<file path="config.mk">
export PLATFORM = sky130hd
export DESIGN_NAME = ntm_addressing
export DESIGN_NICKNAME = d
export VERILOG_FILES = /design/src/source/ntm_pkg.sv /design/src/source/ntm_addressing_ctrl.sv /design/src/source/ntm_interpolation.sv /design/src/source/ntm_weight_buffer.sv /design/src/source/ntm_shift_convolution.sv /design/src/source/ntm_addressing.sv
export VERILOG_INCLUDE_DIRS = /design/src /design/src/include
export SDC_FILE = /design/constraint.sdc
export NUM_CORES = 1
export LEC_CHECK = 0
export BUFFER_PORTS_ARGS = -buffer_cell sky130_fd_sc_hd__buf_2
export CAP_MARGIN = 0
export CORE_ASPECT_RATIO = 0.7
export CORE_UTILIZATION = 55
export DETAILED_ROUTE_END_ITERATION = 7
export PLACE_DENSITY = 0.74
export SYNTH_ARGS = -nofsm -noshare
export SYNTH_HDL_FRONTEND = slang
export SYNTH_SLANG_ARGS = --single-unit
export TNS_END_PERCENT = 30
</file>
<file path="constraint.sdc">
create_clock -name CLK -period 10.1 [get_ports CLK]
set_input_delay 1.01 -clock CLK [delete_from_list [all_inputs] [get_ports CLK]]
set_output_delay 1.01 -clock CLK [all_outputs]
set_load 0.02 [all_outputs]
</file>
<file path="src/include/ntm_params.svh">
/* NTM addressing build-time sizes
   Vector length, index and word widths, fixed-point scale */
`ifndef NTM_PARAMS_SVH
`define NTM_PARAMS_SVH

// Memory rows in one weighting
`define NTM_SIZE_N 8
// Row index, wide enough for N rows
`define NTM_INDEX_WIDTH 3

// Weighting word
`define NTM_WORD_WIDTH 16
// Unsigned fixed point, 8 fraction bits
`define NTM_FRAC_BITS 8
// Fixed-point 1.0
`define NTM_ONE 256

`endif

</file>
<file path="src/source/ntm_pkg.sv">
/* NTM addressing shared types
   Words, gates, indices, element pairs, kernel and FSM states */
`include "ntm_params.svh"

package ntm_pkg;

  // One weighting element
  typedef logic [`NTM_WORD_WIDTH-1:0] word_t;
  // Gate or kernel tap, 0 to 1.0 inclusive
  typedef logic [`NTM_FRAC_BITS:0] gate_t;
  // Row index
  typedef logic [`NTM_INDEX_WIDTH-1:0] index_t;
  // Three products of word by tap, summed
  typedef logic [`NTM_WORD_WIDTH+`NTM_FRAC_BITS+2:0] acc_t;

  // Content and previous weighting for one row
  typedef struct packed {
    word_t content;
    word_t previous;
  } addr_elem_t;

  // Three-tap shift kernel
  typedef struct packed {
    gate_t s_prev;
    gate_t s_zero;
    gate_t s_next;
  } shift_kernel_t;

  typedef enum logic [1:0] {idle, load, convolve, finish} ctrl_state_t;

endpackage

</file>
<file path="src/source/ntm_addressing_ctrl.sv">
/* NTM addressing step controller
   Latches g and s, waits for the load, runs convolution, pulses READY */
`timescale 1ns/1ns

module ntm_addressing_ctrl (
  input  logic                   CLK,
  input  logic                   RST,
  input  logic                   START,
  input  ntm_pkg::gate_t         G_IN,
  input  ntm_pkg::shift_kernel_t S_IN,
  input  logic                   loaded,
  input  logic                   conv_done,
  output logic                   load_phase,
  output ntm_pkg::gate_t         gate,
  output ntm_pkg::shift_kernel_t kernel,
  output logic                   conv_start,
  output logic                   READY
);

  ntm_pkg::ctrl_state_t state;

  ////////////////////////////////////////////////////////////
  // State machine
  ////////////////////////////////////////////////////////////

  always_ff @(posedge CLK or posedge RST) begin
    if (RST) begin
      state      <= ntm_pkg::idle;
      conv_start <= 1'b0;
    end else begin
      // Single-cycle pulse by default
      conv_start <= 1'b0;

      case (state)
        ntm_pkg::idle: begin
          // Only an idle controller takes START
          if (START) begin
            state <= ntm_pkg::load;
          end
        end

        ntm_pkg::load: begin
          // All N interpolated words are in the buffer
          if (loaded) begin
            conv_start <= 1'b1;
            state      <= ntm_pkg::convolve;
          end
        end

        ntm_pkg::convolve: begin
          // Last output is on W_OUT this cycle
          if (conv_done) begin
            state <= ntm_pkg::finish;
          end
        end

        ntm_pkg::finish: begin
          state <= ntm_pkg::idle;
        end

        default: begin
          state <= ntm_pkg::idle;
        end
      endcase
    end
  end

  ////////////////////////////////////////////////////////////
  // Operand capture
  ////////////////////////////////////////////////////////////

  // Gate and kernel held for the whole run
  always_ff @(posedge CLK) begin
    if (state == ntm_pkg::idle && START) begin
      gate   <= G_IN;
      kernel <= S_IN;
    end
  end

  // Strobes are accepted only while loading
  assign load_phase = (state == ntm_pkg::load);

  // Finish lasts one cycle, right after the last output
  assign READY = (state == ntm_pkg::finish);

endmodule

</file>
<file path="src/source/ntm_interpolation.sv">
/* Gated interpolation of content and previous weightings
   One registered blended word per accepted element strobe */
`timescale 1ns/1ns
`include "ntm_params.svh"

module ntm_interpolation (
  input  logic                CLK,
  input  logic                RST,
  input  logic                load_phase,
  input  ntm_pkg::gate_t      gate,
  input  ntm_pkg::addr_elem_t ELEM_IN,
  input  logic                ELEM_IN_ENABLE,
  output logic                wr_en,
  output ntm_pkg::index_t     wr_index,
  output ntm_pkg::word_t      wr_data,
  output logic                loaded
);

  logic            accept;
  logic            full;
  ntm_pkg::index_t count;
  ntm_pkg::gate_t  gate_inv;
  ntm_pkg::acc_t   blend;

  // Drop strobes outside the load and past the Nth element
  assign accept = ELEM_IN_ENABLE && load_phase && !full;

  // 1 - g, then two products and one sum
  assign gate_inv = ntm_pkg::gate_t'(`NTM_ONE) - gate;
  assign blend = ntm_pkg::acc_t'(gate) * ntm_pkg::acc_t'(ELEM_IN.content)
               + ntm_pkg::acc_t'(gate_inv) * ntm_pkg::acc_t'(ELEM_IN.previous);

  always_ff @(posedge CLK or posedge RST) begin
    if (RST) begin
      wr_en  <= 1'b0;
      loaded <= 1'b0;
      count  <= '0;
      full   <= 1'b0;
    end else begin
      wr_en  <= accept;
      // Cycle after the write of row N-1
      loaded <= wr_en && (wr_index == ntm_pkg::index_t'(`NTM_SIZE_N - 1));
      if (!load_phase) begin
        // Ready for the next run
        count <= '0;
        full  <= 1'b0;
      end else if (accept) begin
        count <= count + 1'b1;
        if (count == ntm_pkg::index_t'(`NTM_SIZE_N - 1)) begin
          full <= 1'b1;
        end
      end
    end
  end

  // Result and its row, written to the buffer next cycle
  always_ff @(posedge CLK) begin
    if (accept) begin
      wr_index <= count;
      wr_data  <= ntm_pkg::word_t'(blend >> `NTM_FRAC_BITS);
    end
  end

endmodule

</file>
<file path="src/source/ntm_weight_buffer.sv">
/* Interpolated weighting store
   N words, one write port, one registered read port */
`timescale 1ns/1ns
`include "ntm_params.svh"

module ntm_weight_buffer (
  input  logic            CLK,
  input  logic            wr_en,
  input  ntm_pkg::index_t wr_index,
  input  ntm_pkg::word_t  wr_data,
  input  ntm_pkg::index_t rd_index,
  output ntm_pkg::word_t  rd_data
);

  ////////////////////////////////////////////////////////////
  // Storage
  ////////////////////////////////////////////////////////////

  // One word per memory row
  ntm_pkg::word_t mem [`NTM_SIZE_N];

  // Write side, fed by the interpolation unit
  always_ff @(posedge CLK) begin
    if (wr_en) begin
      mem[wr_index] <= wr_data;
    end
  end

  // Read side, data one clock after the index
  always_ff @(posedge CLK) begin
    rd_data <= mem[rd_index];
  end

endmodule

</file>
<file path="src/source/ntm_shift_convolution.sv">
/* Three-tap circular shift convolution
   Reads wg from the buffer and emits one saturated output every 4 cycles */
`timescale 1ns/1ns
`include "ntm_params.svh"

module ntm_shift_convolution (
  input  logic                   CLK,
  input  logic                   RST,
  input  logic                   conv_start,
  input  ntm_pkg::shift_kernel_t kernel,
  output ntm_pkg::index_t        rd_index,
  input  ntm_pkg::word_t         rd_data,
  output ntm_pkg::word_t         W_OUT,
  output logic                   W_OUT_ENABLE,
  output logic                   conv_done
);

  logic            busy;
  logic [1:0]      tap;
  ntm_pkg::index_t j;
  ntm_pkg::gate_t  coef;
  ntm_pkg::acc_t   acc;
  ntm_pkg::acc_t   product;
  ntm_pkg::acc_t   total;
  ntm_pkg::acc_t   scaled;
  ntm_pkg::word_t  sat_word;
  logic            last_tap;
  logic            last_elem;

  ////////////////////////////////////////////////////////////
  // Tap sequencing
  ////////////////////////////////////////////////////////////

  // Reads j+1, j and j-1 with the 3-bit index wrapping mod N
  always_comb begin
    case (tap)
      2'd0:    rd_index = ntm_pkg::index_t'(j + 1'b1);
      2'd1:    rd_index = j;
      2'd2:    rd_index = ntm_pkg::index_t'(j - 1'b1);
      default: rd_index = j;
    endcase
  end

  // Data lags the read by one cycle, so the taps do too
  always_comb begin
    case (tap)
      2'd1:    coef = kernel.s_prev;
      2'd2:    coef = kernel.s_zero;
      2'd3:    coef = kernel.s_next;
      default: coef = '0;
    endcase
  end

  assign product = ntm_pkg::acc_t'(coef) * ntm_pkg::acc_t'(rd_data);
  // First tap restarts the sum
  assign total   = (tap == 2'd1) ? product : acc + product;
  assign scaled  = total >> `NTM_FRAC_BITS;

  // Clamp anything above FFFF
  assign sat_word = (|scaled[$bits(ntm_pkg::acc_t)-1:`NTM_WORD_WIDTH]) ?
                    '1 : scaled[`NTM_WORD_WIDTH-1:0];

  assign last_tap  = busy && (tap == 2'd3);
  assign last_elem = (j == ntm_pkg::index_t'(`NTM_SIZE_N - 1));

  ////////////////////////////////////////////////////////////
  // Control and output register
  ////////////////////////////////////////////////////////////

  always_ff @(posedge CLK or posedge RST) begin
    if (RST) begin
      busy         <= 1'b0;
      tap          <= '0;
      j            <= '0;
      W_OUT        <= '0;
      W_OUT_ENABLE <= 1'b0;
      conv_done    <= 1'b0;
    end else begin
      W_OUT_ENABLE <= last_tap;
      conv_done    <= last_tap && last_elem;
      if (conv_start) begin
        busy <= 1'b1;
        tap  <= '0;
        j    <= '0;
      end else if (busy) begin
        tap <= tap + 1'b1;
        if (tap == 2'd3) begin
          // End of row moves to the next row or stops
          if (last_elem) begin
            busy <= 1'b0;
          end else begin
            j <= j + 1'b1;
          end
        end
      end
      if (last_tap) begin
        W_OUT <= sat_word;
      end
    end
  end

  // Partial sum across the three taps
  always_ff @(posedge CLK) begin
    if (busy && tap != 2'd0) begin
      acc <= total;
    end
  end

endmodule

</file>
<file path="src/source/ntm_addressing.sv">
/* NTM head location addressing
   Gated interpolation followed by circular shift convolution */
`timescale 1ns/1ns

module ntm_addressing (
  input  logic                   CLK,
  input  logic                   RST,
  input  logic                   START,
  input  ntm_pkg::gate_t         G_IN,
  input  ntm_pkg::shift_kernel_t S_IN,
  input  ntm_pkg::addr_elem_t    ELEM_IN,
  input  logic                   ELEM_IN_ENABLE,
  output ntm_pkg::word_t         W_OUT,
  output logic                   W_OUT_ENABLE,
  output logic                   READY
);

  ////////////////////////////////////////////////////////////
  // Internal wires
  ////////////////////////////////////////////////////////////

  // Controller to datapath
  logic                   load_phase;
  ntm_pkg::gate_t         gate;
  ntm_pkg::shift_kernel_t kernel;
  logic                   conv_start;

  // Datapath back to controller
  logic                   loaded;
  logic                   conv_done;

  // Interpolated weighting buffer ports
  logic                   wr_en;
  ntm_pkg::index_t        wr_index;
  ntm_pkg::word_t         wr_data;
  ntm_pkg::index_t        rd_index;
  ntm_pkg::word_t         rd_data;

  ////////////////////////////////////////////////////////////
  // Step controller
  ////////////////////////////////////////////////////////////

  ntm_addressing_ctrl i_ctrl (
    .CLK        (CLK),
    .RST        (RST),
    .START      (START),
    .G_IN       (G_IN),
    .S_IN       (S_IN),
    .loaded     (loaded),
    .conv_done  (conv_done),
    .load_phase (load_phase),
    .gate       (gate),
    .kernel     (kernel),
    .conv_start (conv_start),
    .READY      (READY)
  );

  ////////////////////////////////////////////////////////////
  // Datapath steps
  ////////////////////////////////////////////////////////////

  // wg = g*wc + (1-g)*w_prev, one element per strobe
  ntm_interpolation i_interp (
    .CLK            (CLK),
    .RST            (RST),
    .load_phase     (load_phase),
    .gate           (gate),
    .ELEM_IN        (ELEM_IN),
    .ELEM_IN_ENABLE (ELEM_IN_ENABLE),
    .wr_en          (wr_en),
    .wr_index       (wr_index),
    .wr_data        (wr_data),
    .loaded         (loaded)
  );

  // Holds wg until the convolution walks it
  ntm_weight_buffer i_buffer (
    .CLK      (CLK),
    .wr_en    (wr_en),
    .wr_index (wr_index),
    .wr_data  (wr_data),
    .rd_index (rd_index),
    .rd_data  (rd_data)
  );

  // w = wg circularly convolved with s
  ntm_shift_convolution i_conv (
    .CLK          (CLK),
    .RST          (RST),
    .conv_start   (conv_start),
    .kernel       (kernel),
    .rd_index     (rd_index),
    .rd_data      (rd_data),
    .W_OUT        (W_OUT),
    .W_OUT_ENABLE (W_OUT_ENABLE),
    .conv_done    (conv_done)
  );

endmodule

</file>
==> qor.txt <==
Outcome - finished clean
Final worst path period need - 9.53 ns
# Post-CTS Setup Buffers - 0
Final Hold Viols - 0
Count of mapped cells out of synthesis - 2171
Power density of the placed cells - 168 nW/um^2
Latest clock arrival within the worst-skew pair - 0.59 ns
Number of hold-repair buffers added at the cts stage - 0
Initial standard-cell utilization of the core - 56.1%
Average instance area after synthesis - 11.0 sq um
Via count of the first global-routing pass - 16300
Worst Setup End Kind - flip-flop
Die outline area - 44400 sq um
Flops & latches, synth - 259
Worst Path Required - 10.54 ns
Placed Cells incl. Taps - 2792
Crit path DAT - 9.98 ns
Total Routing Usage GR - 24.8%
Clock sinks - 259
Number of clock buffers inserted by TritonCTS - 27
DRC - 0
Number of distinct library cell variants in the gate-level netlist after synthesis - 64
Number of buffer and inverter instances along the worst setup path - 3
Leakage - 11.8 nW
Slew at the pin closest to its max-slew limit - 1.23 ns
Total congestion overflow after global routing - 0
Remaining antenna violation count - 0
Boundary Pins - 90
Net Count, Synth - 2732
Cell chosen for the clock root - sky130_fd_sc_hd__clkbuf_16
Commonest non-fill, non-tap cells in the layout - sky130_fd_sc_hd__inv_1 (386), sky130_fd_sc_hd__fa_1 (333), sky130_fd_sc_hd__nand2_1 (277)
Width of the chip - 251 microns
Area of the core region - 42600 sq um
Proportion of synthesized chip area in sequential cells - 31.1%
Number of synthesized flops with an enable pin - 210
Worst min-delay path class - flip-flop to flip-flop
Die Y - 177 microns
Nets - 2797
Initial antenna violation count - 1
CTS H-tree depth - 1
Synthesis-to-finish area growth - 8.24%
Mapped Area - 23900 sq um
Detailed-route via count - 15600
Worst Setup Start Kind - flip-flop
Worst Clk Skew - 0.0299 ns
Number of DRC markers after the initial detailed-route iteration - 1092
Worst-case headroom to the max-slew limit - 17.7%
Detailed placer's ending HPWL - 40.0 mm
Most common cell after layout, fill and taps aside - sky130_fd_sc_hd__inv_1
Category of cells accounting for the largest share of critical-path delay - simple AND/OR/NAND/NOR gates
TritonRoute pass-1 iters - 6
Largest stage delay on the critical path - 0.94 ns
Max rail drop VDD - 0.215 mV
Final routed wirelength across all metal layers - 52.0 mm
Cell with the most instances on the worst path - sky130_fd_sc_hd__fa_1
Setup repair after global routing missed its margin - no
Crit path setup slack, layout - 0.565 ns
Worst slack, placed - 0.585 ns
Ratio of cells with drive above 1 in the final layout - 10.5%
Clock transition at path regs - 0.06 ns
Post-route fraction of the period consumed by the critical path - 94.4%
Max Fclk - 0.105 GHz
Via-to-Cell Ratio - 5.47
Port Buffers - 89
Max-cap check violation count - 0
Async SR Flop Fraction - 12.7%
Clock tree from TritonCTS - built
WS Path Type - flip-flop to flip-flop
Clock Path Buffers - 3
# rows - 63
Final cell utilization of the core - 60.8%
Final number of setup-violating endpoints - 0
RD Place Congestion - 0.915
Wire length of the first global-routing pass - 85.8 mm
Cell type of the slowest stage on the worst timing path - sky130_fd_sc_hd__nor2_1
Number of pins with negative max-slew slack in the final report - 0
Largest net degree at the start of global routing - 49
Avg WL per Cell - 18.3 microns
Fin cells - 2842
Yosys warns - 0
Main synth FF type - sky130_fd_sc_hd__edfxtp_1
Maximum net fanout on the critical path - 16
WHS - 0.501 ns
Setup TNS - 0 ns
-- registers in the layout (all words and copies together), names as in the netlist, 9 cells and up --
name	count
i_conv.acc	27
i_conv.W_OUT	16
i_ctrl.kernel	27
i_interp.wr_data	16
i_buffer.rd_data	16
i_ctrl.gate	9
i_buffer.mem	128
-- where the power goes --
part / leakage (nW) / internal, mW / switching [mW] / total [mW]
clock network: 0.410 / 0.527 / 0.440 / 0.968
registers: 2.39 / 1.26 / 0 / 1.26
logic: 8.97 / 0.886 / 1.25 / 2.13
-- metal layers --
layer / global-route usage [%] / vias up / share of wire [%]
li1: - / 7083 / -
met1: 37.2 / 7825 / 46
met2: 37.0 / 582 / 44
met3: 5.48 / 62 / 8.7
met4: 5.34 / 0 / 1.9
met5: 0 / - / 0
-- Yosys cell counts (all sizes together), types with 31 or more instances --
| library cell | number | area [sq um] |
|---|---|---|
| fa | 333 | 6670 |
| inv | 386 | 1450 |
| nor2 | 73 | 274 |
| o21ai | 38 | 201 |
| xnor2 | 47 | 412 |
| and2 | 207 | 1290 |
| ha | 156 | 1950 |
| clkbuf | 64 | 240 |
| nand2 | 277 | 1040 |
| a21oi | 49 | 245 |
| mux2 | 31 | 349 |
| dfrtp | 33 | 826 |
| mux4 | 32 | 721 |
| edfxtp | 210 | 6310 |
-- path summary, 6_finish.rpt --
check	startpoint	endpoint	slack (ns)	cells after the start
min in group asynchronous	RST	i_conv.conv_done	0.54	3
setup / recovery	i_conv.tap[0]	i_conv.W_OUT[0]	0.57	29
hold / removal	i_interp.full	i_interp.full	0.50	2
max in group asynchronous	RST	i_conv.W_OUT[0]	9.19	3
setup reg to reg	i_conv.tap[0]	i_conv.W_OUT[0]	0.57	29
hold reg to reg	i_interp.full	i_interp.full	0.50	2
-- cell families after synthesis --
kind of cell	Yosys count	share of synthesized area [%]
XOR/XNOR	73	2.67
AO/OA/AOI/OAI	193	5.64
AND/OR/NAND/NOR	625	12.6
adder cells (fa/ha/maj)	489	36.0
buffers and inverters	466	7.34
multiplexers	66	4.60
flip-flops	259	31.1
-- what timing repair did --
item | 4_1_cts | 5_1_grt
endpoints found under the hold margin | 0 | 0
gates resized for setup | 0 | 1
endpoints found under the setup margin | 0 | 16
-- worst register-to-register path: cells and delay by family, from the launching register on --
kind | cells | cell delay (ns)
simple gates | 8 | 3.14
fa+ha+maj | 7 | 3.00
compound gates | 9 | 2.12
buf+inv | 3 | 0.19
xor+xnor | 1 | 0.22
mux | 1 | 0.32
flops | 1 | 0.42
-- metrics by stage --
step | total power [mW] | instance area [sq um]
after floorplan | 2.76 | 23900
after global placement | 3.29 | 25100
after detailed placement | 3.37 | 25100
after CTS | 4.35 | 25900
after global routing | 4.70 | 25900
final | 4.36 | 25900
-- final cells by class --
class                      instances  area (sq um)
tap                              585           732
inverter                         387          1450
sequential                       259          7450
antenna                            1          2.50
timing repair buffer             115           641
clock buffer                      33           698
clock inverter                    16           145
multi-input combinational       1446         14800
fill                            3340         16700
(Power assumes the default switching activity.)
